File: src/hw/sha256_macros.svh
// --------------------
// Shared constants for the SHA-256 accelerator
// Bus widths, register byte offsets and control bit positions
// Include in any file that decodes or drives the address map
// --------------------
`ifndef SHA256_MACROS_SVH
`define SHA256_MACROS_SVH

// Host bus widths
`define SHA256_DATA_WIDTH 32
`define SHA256_ADDR_WIDTH 8

// Register byte offsets
`define SHA256_NAME_ADDR 8'h00
`define SHA256_VERSION_ADDR 8'h04
`define SHA256_CTRL_ADDR 8'h10
`define SHA256_STATUS_ADDR 8'h18
// Sixteen block words, word 0 is the most significant
`define SHA256_BLOCK_BASE 8'h40
// Eight digest words, word 0 is H0
`define SHA256_DIGEST_BASE 8'h80
`define SHA256_INTR_STS_ADDR 8'hA0

// CTRL bits, MODE set selects SHA-256
`define SHA256_CTRL_INIT 0
`define SHA256_CTRL_NEXT 1
`define SHA256_CTRL_MODE 2
`define SHA256_CTRL_ZEROIZE 3

// STATUS bits
`define SHA256_STATUS_READY 0
`define SHA256_STATUS_VALID 1

`endif

File: src/hw/sha256_reg_pkg.sv
// --------------------
// Register-side constants of the SHA-256 accelerator
// Identification words and interrupt status bit indices
// --------------------
`default_nettype none

package sha256_reg_pkg;

  // Identification, "SHA2" in ASCII
  localparam logic [31:0] core_name = 32'h5348_4132;
  // Major 1, minor 0
  localparam logic [31:0] core_version = 32'h0001_0000;

  // Interrupt status register bits
  // Error set by a write with INIT and NEXT together
  localparam int unsigned intr_err_bit = 0;
  // Done set on every completed block
  localparam int unsigned intr_done_bit = 1;

endpackage

`default_nettype wire

File: src/hw/sha256_regs.sv
// --------------------
// Host register block of the SHA-256 accelerator
// Decodes the strobe bus, holds block, control and digest registers,
// issues core commands and drives status, interrupts and err
// --------------------
`timescale 1ns/1ps
`default_nettype none

`include "sha256_macros.svh"

module sha256_regs (
  input  logic                          clk,
  input  logic                          reset_n,
  input  logic                          cs,
  input  logic                          we,
  input  logic [`SHA256_ADDR_WIDTH-1:0] address,
  input  logic [`SHA256_DATA_WIDTH-1:0] write_data,
  output logic [`SHA256_DATA_WIDTH-1:0] read_data,
  output logic                          err,
  output logic                          error_intr,
  output logic                          notif_intr,
  output logic                          init_cmd,
  output logic                          next_cmd,
  output logic                          mode,
  output logic                          zeroize,
  output logic [511:0]                  block_msg,
  input  logic                          ready,
  input  logic [255:0]                  digest,
  input  logic                          digest_valid
);

  logic [0:15][31:0] block_q;
  logic [0:7][31:0]  digest_q;
  logic              mode_q;
  logic              valid_q;
  logic              core_valid_d;
  logic              err_sts;
  logic              done_sts;

  // Address decode
  logic              is_name;
  logic              is_version;
  logic              is_ctrl;
  logic              is_status;
  logic              is_intr;
  logic              in_block;
  logic              in_digest;
  logic              mapped;
  logic [3:0]        block_idx;
  logic [2:0]        digest_idx;

  logic              ctrl_wr;
  logic              bad_cmd;
  logic              valid_rise;
  logic [255:0]      digest_masked;
  logic [31:0]       rdata;

  assign is_name    = address == `SHA256_NAME_ADDR;
  assign is_version = address == `SHA256_VERSION_ADDR;
  assign is_ctrl    = address == `SHA256_CTRL_ADDR;
  assign is_status  = address == `SHA256_STATUS_ADDR;
  assign is_intr    = address == `SHA256_INTR_STS_ADDR;
  // Word aligned windows, 0x40-0x7C and 0x80-0x9C
  assign in_block   = (address & 8'hC3) == `SHA256_BLOCK_BASE;
  assign in_digest  = (address & 8'hE3) == `SHA256_DIGEST_BASE;
  assign block_idx  = address[5:2];
  assign digest_idx = address[4:2];
  assign mapped     = is_name | is_version | is_ctrl | is_status | is_intr
                    | in_block | in_digest;

  // --------------------
  // Core commands
  // --------------------
  assign ctrl_wr = cs && we && is_ctrl;
  // INIT and NEXT together is an error and starts nothing
  assign bad_cmd = ctrl_wr && write_data[`SHA256_CTRL_INIT] && write_data[`SHA256_CTRL_NEXT];
  assign init_cmd = ctrl_wr && ready && write_data[`SHA256_CTRL_INIT]
                  && !write_data[`SHA256_CTRL_NEXT];
  assign next_cmd = ctrl_wr && ready && write_data[`SHA256_CTRL_NEXT]
                  && !write_data[`SHA256_CTRL_INIT];
  assign zeroize  = ctrl_wr && write_data[`SHA256_CTRL_ZEROIZE];
  // Core samples mode with the command, same write
  assign mode      = ctrl_wr ? write_data[`SHA256_CTRL_MODE] : mode_q;
  assign block_msg = block_q;

  // Digest capture on the rising edge of the core valid
  assign valid_rise    = digest_valid && !core_valid_d;
  // SHA-224 drops H7
  assign digest_masked = mode_q ? digest : {digest[255:32], 32'h0};

  // Block words
  always_ff @(posedge clk) begin
    if (zeroize) begin
      block_q <= '0;
    end else if (cs && we && in_block) begin
      block_q[block_idx] <= write_data;
    end
  end

  // --------------------
  // Control and status
  // --------------------
  always_ff @(posedge clk or negedge reset_n) begin
    if (!reset_n) begin
      mode_q       <= 1'b0;
      valid_q      <= 1'b0;
      core_valid_d <= 1'b0;
      digest_q     <= '0;
    end else begin
      core_valid_d <= digest_valid;
      // Mode only follows the host while the core is idle
      if (ctrl_wr && ready) begin
        mode_q <= write_data[`SHA256_CTRL_MODE];
      end
      if (zeroize) begin
        digest_q <= '0;
        valid_q  <= 1'b0;
      end else begin
        if (valid_rise) begin
          digest_q <= digest_masked;
          valid_q  <= 1'b1;
        end
        // A new block makes the captured digest stale
        if (init_cmd || next_cmd) begin
          valid_q <= 1'b0;
        end
      end
    end
  end

  // Sticky interrupt status, set wins over write-one-to-clear
  always_ff @(posedge clk or negedge reset_n) begin
    if (!reset_n) begin
      err_sts  <= 1'b0;
      done_sts <= 1'b0;
    end else begin
      if (bad_cmd) begin
        err_sts <= 1'b1;
      end else if (cs && we && is_intr && write_data[sha256_reg_pkg::intr_err_bit]) begin
        err_sts <= 1'b0;
      end
      if (valid_rise && !zeroize) begin
        done_sts <= 1'b1;
      end else if (cs && we && is_intr && write_data[sha256_reg_pkg::intr_done_bit]) begin
        done_sts <= 1'b0;
      end
    end
  end

  assign error_intr = err_sts;
  assign notif_intr = done_sts;

  // --------------------
  // Read mux
  // --------------------
  always_comb begin
    rdata = '0;
    if (is_name) begin
      rdata = sha256_reg_pkg::core_name;
    end else if (is_version) begin
      rdata = sha256_reg_pkg::core_version;
    end else if (is_ctrl) begin
      rdata[`SHA256_CTRL_MODE] = mode_q;
    end else if (is_status) begin
      rdata[`SHA256_STATUS_READY] = ready;
      rdata[`SHA256_STATUS_VALID] = valid_q;
    end else if (is_intr) begin
      rdata[sha256_reg_pkg::intr_err_bit]  = err_sts;
      rdata[sha256_reg_pkg::intr_done_bit] = done_sts;
    end else if (in_block) begin
      rdata = block_q[block_idx];
    end else if (in_digest) begin
      rdata = digest_q[digest_idx];
    end
  end

  // One cycle read latency, err for reads and writes alike
  always_ff @(posedge clk or negedge reset_n) begin
    if (!reset_n) begin
      read_data <= '0;
      err       <= 1'b0;
    end else begin
      read_data <= (cs && !we) ? rdata : '0;
      err       <= cs && !mapped;
    end
  end

endmodule

`default_nettype wire

File: config.mk
export PLATFORM = sky130hd
export DESIGN_NAME = sha256_regs
export DESIGN_NICKNAME = d
export VERILOG_FILES = /design/src/hw/sha256_reg_pkg.sv /design/src/hw/sha256_regs.sv
export VERILOG_INCLUDE_DIRS = /design/src /design/src/hw
export SDC_FILE = /design/constraint.sdc
export NUM_CORES = 2
export LEC_CHECK = 0
export BUFFER_PORTS_ARGS = -buffer_cell sky130_fd_sc_hd__buf_2
export CORE_ASPECT_RATIO = 0.75
export CORE_MARGIN = 2
export CORE_UTILIZATION = 35
export DETAILED_ROUTE_END_ITERATION = 6
export GPL_TIMING_DRIVEN = 0
export PLACE_DENSITY_LB_ADDON = 0.08
export RECOVER_POWER = 25
export SYNTH_ARGS = -nofsm -noshare
export SYNTH_HDL_FRONTEND = slang
export SYNTH_SLANG_ARGS = --single-unit
File: constraint.sdc
create_clock -name clk -period 4.6 [get_ports clk]
set_clock_uncertainty 0.05 [all_clocks]
set_input_delay 0.46 -clock clk [delete_from_list [all_inputs] [get_ports clk]]
set_output_delay 0.46 -clock clk [all_outputs]
set_load 0.01 [all_outputs]
# Word-level counts from Yosys, hierarchy flattened
# Cells that the tools add are included.
# totals
regBits,806
inputBits,302
output_inout_bits,551
elab_cells,111
# op_classes
magnitude_cmp,3
n_eq_ne,6
mux,32
n_bitwise,8
reduce_logical,31
# ops
cell,n
$bwmux 512,1
$mux 256,2
$mux 32,11
$bmux 32 s4,1
$demux 32 s4,1
$bmux 32 s3,1
$mux 30,2
$mux 29,1
$logic_and 1x1->1,19
$eq 8x5->1 const B,2
$mux 1,9
$eq 8x3->1 const B,1
$eq 8x8->1 const B,1
$logic_not 8->1,1
$logic_not 1->1,6
$mux 2,3
$or 1x1->1,6
$reduce_bool 2->1,3
$eq 5x5->1 const B,1
$ge 5x5->1 const B,1
$lt 5x1->1 const B,1
$not 4->5,1
$eq 4x3->1 const B,1
$ge 4x4->1 const B,1
3 further kinds,3

# Depth between registers and ports, before layout
# logic_depth
word_depth,12
ltp_mapped,9
ltp_nobuf,4

# Least setup slack after synthesis
# OpenSTA, ideal clock, no wires.
# synth_path
path_kind,in2out
from,input port address[3]
to,output port zeroize
arrival_time_ns,2.112
required_ns,4.090
path_slack_ns,1.978
stages,7
path_buffers,4
path_cell_list,buf_2 or4b_4 nor4_4 and2_1 buf_2 buf_2 buf_2
# synth_between
elab_chain_len,3
# synth_lines
element,line_no,text
"start, declared",sha256_regs.sv:16,"input logic [`SHA256_ADDR_WIDTH-1:0] address,"
$eq 8x5->1 (no source line),-,
$logic_and 1x1->1,sha256_regs.sv:74,assign ctrl_wr = cs && we && is_ctrl;
$logic_and 1x1->1,sha256_regs.sv:81,assign zeroize = ctrl_wr && write_data[`SHA256_CTRL_ZEROIZE];
"end, declared",sha256_regs.sv:25,"output logic zeroize,"
# Every way passes these cells.

# Worst setup path in the final report
# layout_path
from,input port cs
to,output port zeroize
# layout_between
elab_chain_len,3
# layout_lines
element,line_no,text
"start, declared",sha256_regs.sv:14,"input logic cs,"
$logic_and 1x1->1 (2 in a row),sha256_regs.sv:74,
$logic_and 1x1->1,sha256_regs.sv:81,
# Every way passes these cells.

==> out/metrics.yaml <==
first_global_vias: 31503
core_um2: 104000
netSwitchingPower_mw: 4.73
cpLargestDelayFamily: "buffers and inverters"
pre_cts_ws_ps: 230
hold_slack_ps: 17.7
yosysTopAreaCellShare: 0.280
period_needed_ps: 3900
setup_slack_ps: 702
die_h_um: 284
synth_nets: 3666
track_usage: 0.355
finalCoreUtilization: 0.461
drc: 0
path_common_cell: "buf_2"
p_comb_frac: 0.118
synth_edf_count: 0
pwr-share-seq: 0.440
worst_setup_path_start_kind: "input port"
hold_class: "input port to flop"
vias: 32363
ys.flop_type: "dfxtp_1"
power.leakage_nw: 21.2
avgSynthCellArea_um2: 10.9
cts_made_buffers: 87
nets: 4826
total_power_mw: 17.4
violations: "capacitance limit, slew limit"
first_pass_iters: 5
grt_setup_unrepaired: "no"
syn2layout_area_growth_pct: 30.3
netlist_instances: 3364
synth_area_leader_cell: "dfxtp_1"
wire_per_inst_um: 32.5
p_sw_frac: 0.272
place_congestion: 0.936
cp.required_ps: 4090
row_count: 102
nFillCells: 10183
status: "finished with violations"
start_util: 0.354
dpl.hpwl_um: 148000
drt_iter0_drc: 3186
path_buf_inv: 6
ys_types: 48
worst-slew-pin-transition_ps: 2720
grt_pass1_wl_um: 261000
critPathMaxFanout: 10
totalWireLength_um: 196000
synth-seq-cells: 806
synth_common_cells: "mux2i_1, dfxtp_1, nand2_1, nor2_1, dfrtp_1"
seq_area_um2: 17600
async_reset_ff_frac: 0.365
port_buffers: 845
max_freq_mhz: 257
peakVddDrop_mv: 0.256
grt_antenna_before_repair: 24
slew_violations: 119
grt-ovfl-total: 0
num_io_pins: 853
final_hold_viol_count: 0
cts_sinks: 806
yosysMostFrequentCell: "mux2i_1"
postRouteAntennaNets: 0
slew_headroom: -0.811
worst_path_largest_cell_delay_ps: 600
die_area_um2: 107000
drive_gt1_frac: 0.309
cpMaxStageDelayCell: "dlygate4sd3_1"
cts_tree: "built"
clockRootBuffer: "clkbuf_16"
drv_cap: 3
period_share: 0.847
vias_per_cell: 5.39
syn_area_um2: 36600
postCtsSetupBuffers: 0
end_kind: "primary output"
yosysSeqAreaShare: 0.481
multi_input_area_um2: 17300
crit_chain: "dlygate4sd3_1 > buf_2 > nand2_1 > nor4_4 > and2_1 > buf_2 > buf_2 > buf_2 > buf_2"
arrival_ps: 3390
clkPwrFrac: 0.442
ctsLongestPathBuffers: 3
yosys_warnings: 0
p_int_mw: 12.7
clkSlewWorstSetupHoldPaths_ps: 60
synth_area_leaders: "dfxtp_1, dfrtp_1, mux2i_1"
die_w_um: 378
path_class: "input port to primary output"
finalSetupViolCount: 0
power.density_nw_per_um2: 364
grt_start_max_net_pins: 111
cts.htree.levels: 3
clock_latency_ps: 690
per-layer routing:
metal,wire (um),GRT usage,vias to the layer above
met3,18200,0.0984,319
met1,81900,0.476,16416
met5,108,0,-
met4,8360,0.134,16
li1,-,-,14019
met2,87000,0.544,1593
area by class of cell:
cell class,instances,area share
flip-flops and latches,806,0.369
clock inverters,39,0.0118
plain buffers,310,0.0359
diodes,11,0.000576
inverters,4,0.000314
clock buffers,120,0.0515
multi-input cells,2244,0.363
well taps,1404,0.0368
repair buffers,1071,0.132
cell usage in the layout (no fill, tap or decap), types with 6 or more instances in the layout:
cell	instances
buf_2	784
mux2i_1	605
dfxtp_1	512
nand2_1	491
nor2_1	318
clkbuf_1	311
dfrtp_1	294
a21oi_1	259
dlygate4sd3_1	222
nor2_2	210
mux4_2	192
clkbuf_16	87
nand3_1	38
buf_4	38
buf_6	29
o21ai_0	22
o22a_1	18
clkbuf_8	16
o22ai_1	14
nor4_4	13
clkinv_2	12
bufinv_16	12
diode_2	11
or3_1	11
buf_1	8
nor3_1	7
nand2b_1	6
state kept, by name (all words and copies together) (netlist names):
name / cells
block_msg: 512
digest_q: 256
read_data: 32
core_valid_d: 1
err: 1
error_intr: 1
mode_q: 1
notif_intr: 1
valid_q: 1
tightest hold or removal path, delay by kind of cell:
family,cells,cell delay [ps]
buffers and inverters,1,100
and+or+nand+nor,1,90
AOI/OAI and AO/OA,1,70
cells by family (layout without fill, tap and decap cells):
kind of cell,after synthesis,count (layout),synth area share
and+or+nand+nor,1121,1121,0.141
DFF,806,806,0.481
muxes,799,799,0.284
AOI/OAI and AO/OA,323,323,0.0473
buffers and inverters,314,1544,0.0469
xor gates and xnor gates,1,1,0.000239
other,0,11,0
stage by stage:
stage | std cells | TNS, ps | instance area (um2)
floorplan | 3364 | 0 | 36600
global placement | 5613 | -920460 | 42600
detailed placement | 5616 | 0 | 42700
CTS | 5997 | 0 | 48000
global route | 6001 | 0 | 47700
finish | 6009 | 0 | 47800
what timing repair did:
| item | CTS | global route |
|---|---|---|
| endpoints found under the hold margin | 317 | 0 |
| hold buffers | 222 | 0 |
| resized for setup | 0 | 0 |
final timing paths:
| path | startpoint | to | slack (ps) | depth (start not counted) |
|---|---|---|---|---|
| setup / recovery | cs | zeroize | 700 | 9 |
| hold / removal | digest[39] | digest_q[39] | 20 | 3 |
| setup reg to reg | core_valid_d | digest_q[253] | 2030 | 6 |
| hold reg to reg | block_msg[319] | block_msg[319] | 470 | 2 |
| max in group asynchronous | reset_n | digest_q[109] | 1730 | 3 |
| min in group asynchronous | reset_n | digest_q[150] | 1060 | 2 |
power groups by stage:
stage | Combinational, mW | Sequential [mW] | Clock (mW)
after floorplan | 0.900 | 7.76 | 0
after global placement | 1.87 | 7.79 | 0
after detailed placement | 1.89 | 7.79 | 0
after CTS | 2.04 | 7.65 | 7.73
after global routing | 2.17 | 7.70 | 8.01
final | 2.05 | 7.66 | 7.68
No activity file was read; power rests on OpenSTA's default activity.
