==> src/hw/sha256_macros.svh <==
// --------------------
// Shared constants for the SHA-256 accelerator
// Bus widths, register byte offsets and control bit positions
// Include in any file that decodes or drives the address map
// --------------------
`ifndef SHA256_MACROS_SVH
`define SHA256_MACROS_SVH

// Host bus widths
`define SHA256_DATA_WIDTH 32
`define SHA256_ADDR_WIDTH 8

// Register byte offsets
`define SHA256_NAME_ADDR 8'h00
`define SHA256_VERSION_ADDR 8'h04
`define SHA256_CTRL_ADDR 8'h10
`define SHA256_STATUS_ADDR 8'h18
// Sixteen block words, word 0 is the most significant
`define SHA256_BLOCK_BASE 8'h40
// Eight digest words, word 0 is H0
`define SHA256_DIGEST_BASE 8'h80
`define SHA256_INTR_STS_ADDR 8'hA0

// CTRL bits, MODE set selects SHA-256
`define SHA256_CTRL_INIT 0
`define SHA256_CTRL_NEXT 1
`define SHA256_CTRL_MODE 2
`define SHA256_CTRL_ZEROIZE 3

// STATUS bits
`define SHA256_STATUS_READY 0
`define SHA256_STATUS_VALID 1

`endif

==> src/hw/sha256_core_pkg.sv <==
// --------------------
// SHA-256 algorithm constants and round functions
// Used by the compression engine only
// --------------------
`default_nettype none

package sha256_core_pkg;

  // Round constants K0..K63, index 0 first
  localparam logic [0:63][31:0] k_table = {
    32'h428a2f98, 32'h71374491, 32'hb5c0fbcf, 32'he9b5dba5,
    32'h3956c25b, 32'h59f111f1, 32'h923f82a4, 32'hab1c5ed5,
    32'hd807aa98, 32'h12835b01, 32'h243185be, 32'h550c7dc3,
    32'h72be5d74, 32'h80deb1fe, 32'h9bdc06a7, 32'hc19bf174,
    32'he49b69c1, 32'hefbe4786, 32'h0fc19dc6, 32'h240ca1cc,
    32'h2de92c6f, 32'h4a7484aa, 32'h5cb0a9dc, 32'h76f988da,
    32'h983e5152, 32'ha831c66d, 32'hb00327c8, 32'hbf597fc7,
    32'hc6e00bf3, 32'hd5a79147, 32'h06ca6351, 32'h14292967,
    32'h27b70a85, 32'h2e1b2138, 32'h4d2c6dfc, 32'h53380d13,
    32'h650a7354, 32'h766a0abb, 32'h81c2c92e, 32'h92722c85,
    32'ha2bfe8a1, 32'ha81a664b, 32'hc24b8b70, 32'hc76c51a3,
    32'hd192e819, 32'hd6990624, 32'hf40e3585, 32'h106aa070,
    32'h19a4c116, 32'h1e376c08, 32'h2748774c, 32'h34b0bcb5,
    32'h391c0cb3, 32'h4ed8aa4a, 32'h5b9cca4f, 32'h682e6ff3,
    32'h748f82ee, 32'h78a5636f, 32'h84c87814, 32'h8cc70208,
    32'h90befffa, 32'ha4506ceb, 32'hbef9a3f7, 32'hc67178f2
  };

  // Initial hash values, H0 at index 0
  localparam logic [0:7][31:0] iv_224 = {
    32'hc1059ed8, 32'h367cd507, 32'h3070dd17, 32'hf70e5939,
    32'hffc00b31, 32'h68581511, 32'h64f98fa7, 32'hbefa4fa4
  };
  localparam logic [0:7][31:0] iv_256 = {
    32'h6a09e667, 32'hbb67ae85, 32'h3c6ef372, 32'ha54ff53a,
    32'h510e527f, 32'h9b05688c, 32'h1f83d9ab, 32'h5be0cd19
  };

  function automatic logic [31:0] round_k(input logic [5:0] t);
    return k_table[t];
  endfunction

  // Rotate right, n is always a constant here
  function automatic logic [31:0] rotr(input logic [31:0] x, input int unsigned n);
    return (x >> n) | (x << (32 - n));
  endfunction

  // Compression functions
  function automatic logic [31:0] big_sigma0(input logic [31:0] x);
    return rotr(x, 2) ^ rotr(x, 13) ^ rotr(x, 22);
  endfunction

  function automatic logic [31:0] big_sigma1(input logic [31:0] x);
    return rotr(x, 6) ^ rotr(x, 11) ^ rotr(x, 25);
  endfunction

  // Message schedule functions
  function automatic logic [31:0] small_sigma0(input logic [31:0] x);
    return rotr(x, 7) ^ rotr(x, 18) ^ (x >> 3);
  endfunction

  function automatic logic [31:0] small_sigma1(input logic [31:0] x);
    return rotr(x, 17) ^ rotr(x, 19) ^ (x >> 10);
  endfunction

  function automatic logic [31:0] ch(input logic [31:0] x, input logic [31:0] y,
                                     input logic [31:0] z);
    return (x & y) ^ (~x & z);
  endfunction

  function automatic logic [31:0] maj(input logic [31:0] x, input logic [31:0] y,
                                      input logic [31:0] z);
    return (x & y) ^ (x & z) ^ (y & z);
  endfunction

endpackage

`default_nettype wire

==> src/hw/sha256_core.sv <==
// --------------------
// Iterative SHA-256 compression engine, one round per clock
// Command edge loads, 64 rounds follow, then one add-back cycle
// ready and digest_valid rise together on the 66th edge
// --------------------
`timescale 1ns/1ps
`default_nettype none

module sha256_core (
  input  logic         clk,
  input  logic         reset_n,
  input  logic         zeroize,
  input  logic         init_cmd,
  input  logic         next_cmd,
  input  logic         mode,
  input  logic [511:0] block_msg,
  output logic         ready,
  output logic [255:0] digest,
  output logic         digest_valid
);

  // FSM encodings
  localparam logic [1:0] st_idle  = 2'd0;
  localparam logic [1:0] st_round = 2'd1;
  localparam logic [1:0] st_add   = 2'd2;

  logic [1:0]        state;
  logic [5:0]        round_ctr;
  logic              ready_q;
  logic              valid_q;
  // Hash state H0..H7 and working variables a..h
  logic [0:7][31:0]  hash_q;
  logic [0:7][31:0]  work_q;
  // Rolling schedule window, w_q[0] is W for the current round
  logic [0:15][31:0] w_q;

  logic              start;
  logic [0:7][31:0]  init_iv;
  logic [31:0]       t1;
  logic [31:0]       t2;
  logic [31:0]       w_next;
  logic [0:7][31:0]  work_next;

  // Commands count only while idle
  assign start   = ready_q && (init_cmd || next_cmd);
  assign init_iv = mode ? sha256_core_pkg::iv_256 : sha256_core_pkg::iv_224;

  // --------------------
  // Round datapath
  // --------------------
  always_comb begin
    t1 = work_q[7] + sha256_core_pkg::big_sigma1(work_q[4])
       + sha256_core_pkg::ch(work_q[4], work_q[5], work_q[6])
       + sha256_core_pkg::round_k(round_ctr) + w_q[0];
    t2 = sha256_core_pkg::big_sigma0(work_q[0])
       + sha256_core_pkg::maj(work_q[0], work_q[1], work_q[2]);
    // a gets T1+T2, e gets d+T1, the rest shift down
    work_next = {t1 + t2, work_q[0], work_q[1], work_q[2],
                 work_q[3] + t1, work_q[4], work_q[5], work_q[6]};
    // W(t+16) from the window
    w_next = sha256_core_pkg::small_sigma1(w_q[14]) + w_q[9]
           + sha256_core_pkg::small_sigma0(w_q[1]) + w_q[0];
  end

  // Working variables and schedule window
  always_ff @(posedge clk) begin
    if (zeroize) begin
      work_q <= '0;
      w_q    <= '0;
    end else if (start) begin
      // First block starts from the IV, later blocks from the digest
      work_q <= init_cmd ? init_iv : hash_q;
      w_q    <= block_msg;
    end else if (state == st_round) begin
      work_q <= work_next;
      w_q    <= {w_q[1:15], w_next};
    end
  end

  // --------------------
  // Control FSM and hash state
  // --------------------
  always_ff @(posedge clk or negedge reset_n) begin
    if (!reset_n) begin
      state     <= st_idle;
      round_ctr <= '0;
      ready_q   <= 1'b1;
      valid_q   <= 1'b0;
      hash_q    <= '0;
    end else if (zeroize) begin
      // Abort and wipe, back to ready
      state     <= st_idle;
      round_ctr <= '0;
      ready_q   <= 1'b1;
      valid_q   <= 1'b0;
      hash_q    <= '0;
    end else begin
      case (state)
        st_idle: begin
          if (start) begin
            state     <= st_round;
            round_ctr <= '0;
            ready_q   <= 1'b0;
            valid_q   <= 1'b0;
            if (init_cmd) begin
              hash_q <= init_iv;
            end
          end
        end
        st_round: begin
          round_ctr <= round_ctr + 6'd1;
          // Round 63 is the last
          if (round_ctr == 6'd63) begin
            state <= st_add;
          end
        end
        st_add: begin
          for (int i = 0; i < 8; i++) begin
            hash_q[i] <= hash_q[i] + work_q[i];
          end
          state   <= st_idle;
          ready_q <= 1'b1;
          valid_q <= 1'b1;
        end
        default: state <= st_idle;
      endcase
    end
  end

  assign ready        = ready_q;
  assign digest_valid = valid_q;
  // H0 lands in the top word
  assign digest       = hash_q;

endmodule

`default_nettype wire

==> config.mk <==
export PLATFORM = sky130hd
export DESIGN_NAME = sha256_core
export DESIGN_NICKNAME = d
export VERILOG_FILES = /design/src/hw/sha256_macros.svh /design/src/hw/sha256_core_pkg.sv /design/src/hw/sha256_core.sv
export SDC_FILE = /design/constraint.sdc
export NUM_CORES = 2
export LEC_CHECK = 0
export ABC_AREA = 1
export BUFFER_PORTS_ARGS = -buffer_cell sky130_fd_sc_hd__buf_4
export CAP_MARGIN = 20
export CORE_MARGIN = 8
export CORE_UTILIZATION = 45
export CTS_CLUSTER_DIAMETER = 60
export DETAILED_ROUTE_END_ITERATION = 6
export HOLD_SLACK_MARGIN = 0.05
export PLACE_DENSITY = 0.61
export SYNTH_ARGS = -nofsm -noshare
export SYNTH_HDL_FRONTEND = slang
export SYNTH_SLANG_ARGS = --single-unit
==> constraint.sdc <==
create_clock -name clk -period 11.89 [get_ports clk]
set_input_delay 1.189 -clock clk [delete_from_list [all_inputs] [get_ports clk]]
set_output_delay 1.189 -clock clk [all_outputs]
set_load 0.02 [all_outputs]
== Yosys cells after proc, flatten, opt, wreduce, memory -nomap -nowiden ==
Memories as Yosys holds them, arrays and structs flattened.
Index checks and enable logic that the tools add are counted.

* RAM bits: 0
* Bits in registers: 1034
* ROM bits: 2048
* Input port bits: 518
* Bits in latches: 0
* Logic and storage cells: 121
* Memories: 1
* Output and inout port bits: 258

* Add/subtract/negate cells: 19
* Multiply operators: 0
* Mux-type cells: 22
* Shift operators: 0
* Bitwise logic cells: 28
* Reduce and logical (&&, ||, !) cells: 9
* Equality and inequality tests: 5
* Div/mod/pow operators: 0
* $lt $le $gt $ge: 1

{| class="wikitable"
|+ Memory list
! name !! depth !! bits a word !! rd ports !! clocked after memory_dff !! write ports !! RTL line !! text
|-
| (no name shown) || 64 || 32 || 1 || 0 || 0 || sha256_core_pkg.sv:40 || <nowiki>return k_table[t];</nowiki>
|}

{| class="wikitable"
|+ Operator list
! cell !! number
|-
| two-way mux 256 bit || 6
|-
| two-way mux 512 bit || 2
|-
| adder 32 bit || 18
|-
| one-hot mux 256 bit (2 select lines) || 1
|-
| bitwise XOR 32 bit || 9
|-
| AND 32 bit || 5
|-
| two-way mux 32 bit || 2
|-
| inverter 32 bit || 1
|-
| OR 10 x 32 -> 32 bit || 1
|-
| OR 13 x 32 -> 32 bit || 1
|-
| OR 14 x 32 -> 32 bit || 1
|-
| OR 15 x 32 -> 32 bit || 1
|-
| OR 19 x 32 -> 32 bit || 1
|-
| OR 21 x 32 -> 32 bit || 1
|-
| OR 25 x 32 -> 32 bit || 1
|-
| OR 26 x 32 -> 32 bit || 1
|-
| OR 30 x 32 -> 32 bit || 1
|-
| OR 7 x 32 -> 32 bit || 1
|-
| bitwise XOR 32 x 22 -> 32 bit || 1
|-
| bitwise XOR 32 x 29 -> 32 bit || 1
|-
| two-way mux 6 bit || 2
|-
| one-hot mux 6 bit (2 select lines) || 1
|-
| >= comparator 7 bit (second input constant) || 1
|-
| inverter 6 -> 7 bit || 1
|-
| other kinds (16) || 23
|}

== Depth between registers and ports, before layout ==
* Depth in word-level cells: 10
* Mapped depth: 42
* Gate-level depth less buffers: 41

== Worst setup path before layout ==
No wires, ideal clock.

* Path kind: register to register
* From: register round_ctr[0]
* To: register work_q, in the netlist work_next[218]
* Stages on the path, launching flop included: 38
* Path buffers: 1
* Setup slack: 5.498 ns
* Arrival time: 6.271 ns
* Setup time: 0.122 ns
* Clock period less this slack: 6.392 ns
* Data required time: 11.768 ns
* Cell sequence: dfrtp_1 clkbuf_1 inv_1 ha_1 inv_1 nor2_1 o311ai_0 nand3_1 o21ai_0 fa_1 inv_1 ha_1 inv_1 fa_1 nand3b_1 nand2_1 nand2_1 nand2_1 [2 not listed] a21oi_1 o21ai_0 a21oi_1 xnor2_1 inv_1 fa_1 inv_1 ha_1 nand2_1 nor2_1 inv_1 nor3_1 o21ai_0 nand3_1 a21oi_1 and2_1 o21ai_0 a21oi_1

* Cells in the longest elaborated chain, start to end: 9

{| class="wikitable"
|+ RTL lines
! item !! RTL line !! text
|-
| from (decl) || sha256_core.sv:28 || <nowiki>logic [5:0] round_ctr;</nowiki>
|-
| from (signal assigned) || sha256_core.sv:111 || <nowiki>round_ctr <= round_ctr + 6'd1;</nowiki>
|-
| inverter 6 -> 7 bit (implied by the code) || sha256_core_pkg.sv:40 ||
|-
| memory read (64 x 32 bit) || -- ||
|-
| two-way mux 32 bit (implied by the code) (2 in a row) || sha256_core_pkg.sv:40 ||
|-
| adder 32 bit (2 in a row) || sha256_core.sv:54 || <nowiki>+ sha256_core_pkg::round_k(round_ctr) + w_q[0];</nowiki>
|-
| adder 32 bit || sha256_core.sv:58 || <nowiki>work_next = {t1 + t2, work_q[0], work_q[1], work_q[2],</nowiki>
|-
| two-way mux 256 bit || sha256_core.sv:74 || <nowiki>end else if (state == st_round) begin</nowiki>
|-
| two-way mux 256 bit || sha256_core.sv:70 || <nowiki>end else if (start) begin</nowiki>
|-
| to (signal assigned) || sha256_core.sv:72 || <nowiki>work_q <= init_cmd ? init_iv : hash_q;</nowiki>
|-
| to (signal assigned) || sha256_core.sv:75 || <nowiki>work_q <= work_next;</nowiki>
|-
| to (decl) || sha256_core.sv:33 || <nowiki>logic [0:7][31:0] work_q;</nowiki>
|}

No other way between the ends. The select of a mux whose other input is x is not followed.
A chain may end at the register's enable or synchronous reset.

== Worst setup path in the final report ==
Same ends and word-level chain as after synthesis.

==> results.md <==
- Post-placement setup slack: about 3.3 ns
- Hold crit path type: primary input to async pin
- Count of max-cap constraint violations: 0
- Post-synthesis cell type count: 62
- Number of synthesized flops with an enable pin: 0
- Slew at the pin closest to its max-slew limit: 1.29 ns
- # fillers: 16900
- Number of global-route vias before repair: 82100
- HPWL after detailed placement: approximately 300000 um
- Detailed Routing Iterations Pass 1: 7
- Count of pins over their slew limit: 0
- Placement Rows: 152
- Gate family responsible for the most delay along the worst path: adder cells
- Ratio of cells with drive above 1 in the final layout: 10.4%
- Routed length per instance: 28.8 um
- Post-detailed-routing wire length: around 400000 um
- Overall via count from detail_route: ~85000
- Chip width: 430 um
- Post-route antenna net violation count: 0
- Initial core utilization: 45.1%
- Die Height: 430 um
- Timing-limited maximum frequency: 116 MHz
- Drt via density: 6.10
- Remaining DRCs: 4
- Quantity of I/O buffers inserted on ports: just under 800
- Number of top-level design ports: 776
- Cell area after technology mapping: 0.0771 sq mm
- Number of nets in the final layout: approximately 13000
- Final critical-path share of the clock period: 72.7%
- RD Place Congestion: 1.04
- Post-CTS clock slew at the launch and capture registers of the worst setup and hold paths: around 0.050 ns
- Clock tree buffer depth: 3
- Number of setup violations in the final report: 0
- Data required time of the critical path: 12.58 ns
- Number of antenna violations at the first check in global routing: 18
- Count of mapped cells out of synthesis: 11300
- Yosys top cell area share: 19.9%
- Synth Register Bits: 1034
- Rel. slew slack: 14.0%
- Global-route wire length before repair: 572000 um
- TritonCTS clock tree: yes
- Largest stage delay on the critical path: 0.60 ns
- Post-synthesis to final-layout area growth: 15.5%
- Number of H-tree levels: 4
- Cell repeated most along the worst path: inv_1
- Launching element type of the critical path: flip-flop
- Total clock buffers created by CTS: 142
- Arrival time of the worst setup path: approximately 9.3 ns
- Post-route worst setup slack: 3.24 ns
- Total clock sinks: roughly 1000
- Bufs and invs on worst path: 7
- Fin Setup TNS: 0 ns
- Unrepaired setup endpoints after global routing: false
- Hold Buf Count CTS: 0
- Portion of the post-synthesis area used by sequential elements: 28.6%
- Maximum fanout encountered on the critical timing path: 13
- Post-synth top area cell: dfxtp_1
- Violated checks: DRC
- Path type of the worst setup path: flip-flop to flip-flop
- Share of async-settable or async-resettable flops after synthesis: between 20% and 30%
- GRT overflow: 0
- Total routing usage reported by global routing: about two fifths
- Library cell contributing the largest single delay on the critical path: dfrtp_1
- Final critical delay including setup and external delays: 8.65 ns
- Clock insertion delay at the later pin of the skew report: 0.83 ns
- Mean cell area of the mapped netlist: 6.85 sq um
- Ys flop type: dfxtp_1
- Count of yosys warnings during synthesis: 0
- Hold violation count in the final report: 0
- Clock root buffer master: clkbuf_16
- Die Area: 0.185 sq mm
- Cells taking the most area after synthesis: dfxtp_1, nand2_1, dfrtp_1, inv_1, ha_1
- # Post-CTS Setup Buffers: 0
- Final Skew: 0.0311 ns
- Status: finished, violations left
- Core region area: between 0.15 and 0.2 sq mm
- Synthesized Nets: 12400
- Crit end category: flip-flop
- Iter 0 DRT Violations: 10100
- Resize count post-CTS: 0
- Pin count of the biggest net entering global routing: 213
[Yosys cell counts, types with 57 or more instances]
| cell type | number |
|---|---|
| nand2_1 | 2438 |
| inv_1 | 1386 |
| o21ai_0 | 877 |
| nand3_1 | 810 |
| dfxtp_1 | 768 |
| a21oi_1 | 737 |
| nor2_1 | 646 |
| clkbuf_1 | 592 |
| a31oi_1 | 521 |
| ha_1 | 395 |
| dfrtp_1 | 265 |
| xor2_1 | 242 |
| fa_1 | 197 |
| xnor2_1 | 186 |
| nor3_1 | 168 |
| a221oi_1 | 108 |
| o221ai_1 | 92 |
| o22ai_1 | 86 |
| o21ai_1 | 85 |
| o21bai_1 | 79 |
| o211ai_1 | 77 |
| buf_2 | 64 |
| a21o_1 | 57 |
| buf_1 | 57 |
[routing by layer]
layer / GRT usage [%] / share of wire (%)
met5: 0 / 0.013
met4: 38.5 / 12
met3: 8.57 / 8.5
met2: 65.4 / 44
met1: 46.4 / 35
[layout make-up]
class	count	area (sq um)	area share [%]
diodes	15	37.5	0.0422
multi-input cells	8105	47100	52.9
clock inverters	65	875	0.982
flip-flops and latches	1034	22000	24.7
well taps	2233	2790	3.14
repair buffers	898	6890	7.73
inverters	1400	5290	5.94
clock buffers	194	4060	4.56
[cells by family (layout without fill, tap and decap cells)]
group | Yosys count | count (layout) | synth area share, %
flops | 1034 | 1034 | 28.6
simple gates | 4197 | 4197 | 22.5
compound gates | 2887 | 2887 | 22.1
buf+inv | 2114 | 2557 | 10.4
other cells | 0 | 15 | 0
xor+xnor | 428 | 428 | 4.86
fa+ha+maj | 593 | 593 | 11.5
[layout by cell type (no fill, tap or decap), drive strengths merged, types with 186 or more instances in the layout]
| cell type | instances |
|---|---|
| dfxtp | 768 |
| o21ai | 964 |
| clkbuf | 202 |
| nor2 | 650 |
| nand3 | 810 |
| a31oi | 521 |
| nand2 | 2438 |
| dfrtp | 265 |
| a21oi | 738 |
| fa | 197 |
| buf | 890 |
| inv | 1419 |
| xor2 | 242 |
| ha | 395 |
| xnor2 | 186 |
[state kept, by name, indices dropped and copies added, names as in the netlist]
| name | flops |
|---|---|
| digest | 256 |
| round_ctr | 6 |
| work_q | 64 |
| ready | 1 |
| state | 2 |
| work_next | 192 |
| w_q | 512 |
| digest_valid | 1 |
[worst register-to-register path, delay by kind of cell, from the launching register on]
| family | cells | cell delay [ns] |
|---|---|---|
| fa+ha+maj | 7 | 2.80 |
| buf+inv | 7 | 0.99 |
| simple gates | 12 | 1.91 |
| flops | 1 | 0.60 |
| compound gates | 10 | 1.89 |
| xor+xnor | 1 | 0.33 |
[path summary, 6_finish.rpt]
| kind | start | endpoint | slack [ns] | cells past startpoint |
|---|---|---|---|---|
| min reg2reg | w_q[28]$_SDFFE_PP0P_ | w_q[28]$_SDFFE_PP0P_ | 0.47 | 2 |
| max reg2reg | round_ctr[0]$_DFFE_PN0P_ | work_next[218]$_SDFFE_PP0P_ | 3.24 | 37 |
| max | round_ctr[0]$_DFFE_PN0P_ | work_next[218]$_SDFFE_PP0P_ | 3.24 | 37 |
| min in group clk | w_q[28]$_SDFFE_PP0P_ | w_q[28]$_SDFFE_PP0P_ | 0.47 | 2 |
| min | reset_n | digest[190]$_DFFE_PN0P_ | 0.32 | 1 |
| max in group asynchronous | reset_n | digest[114]$_DFFE_PN0P_ | 10.10 | 2 |
[through the flow]
| stage | instances | utilization (%) | hold WS, ns | area [sq um] |
|---|---|---|---|---|
| final | 13900 | 52.1 | 0.316 | 89100 |
| after global routing | 13900 | 52.1 | 0.372 | 89000 |
| after CTS | 13900 | 52.0 | 0.367 | 88900 |
| after detailed placement | 13700 | 49.1 | 0.460 | 84000 |
| after global placement | 13700 | 49.1 | 0.458 | 84000 |
| after floorplan | 11300 | - | 0.442 | 77100 |
Power is left out: the tool's default activity adds up to more than one toggle a clock period on the data nets, which glitch-free logic cannot reach.
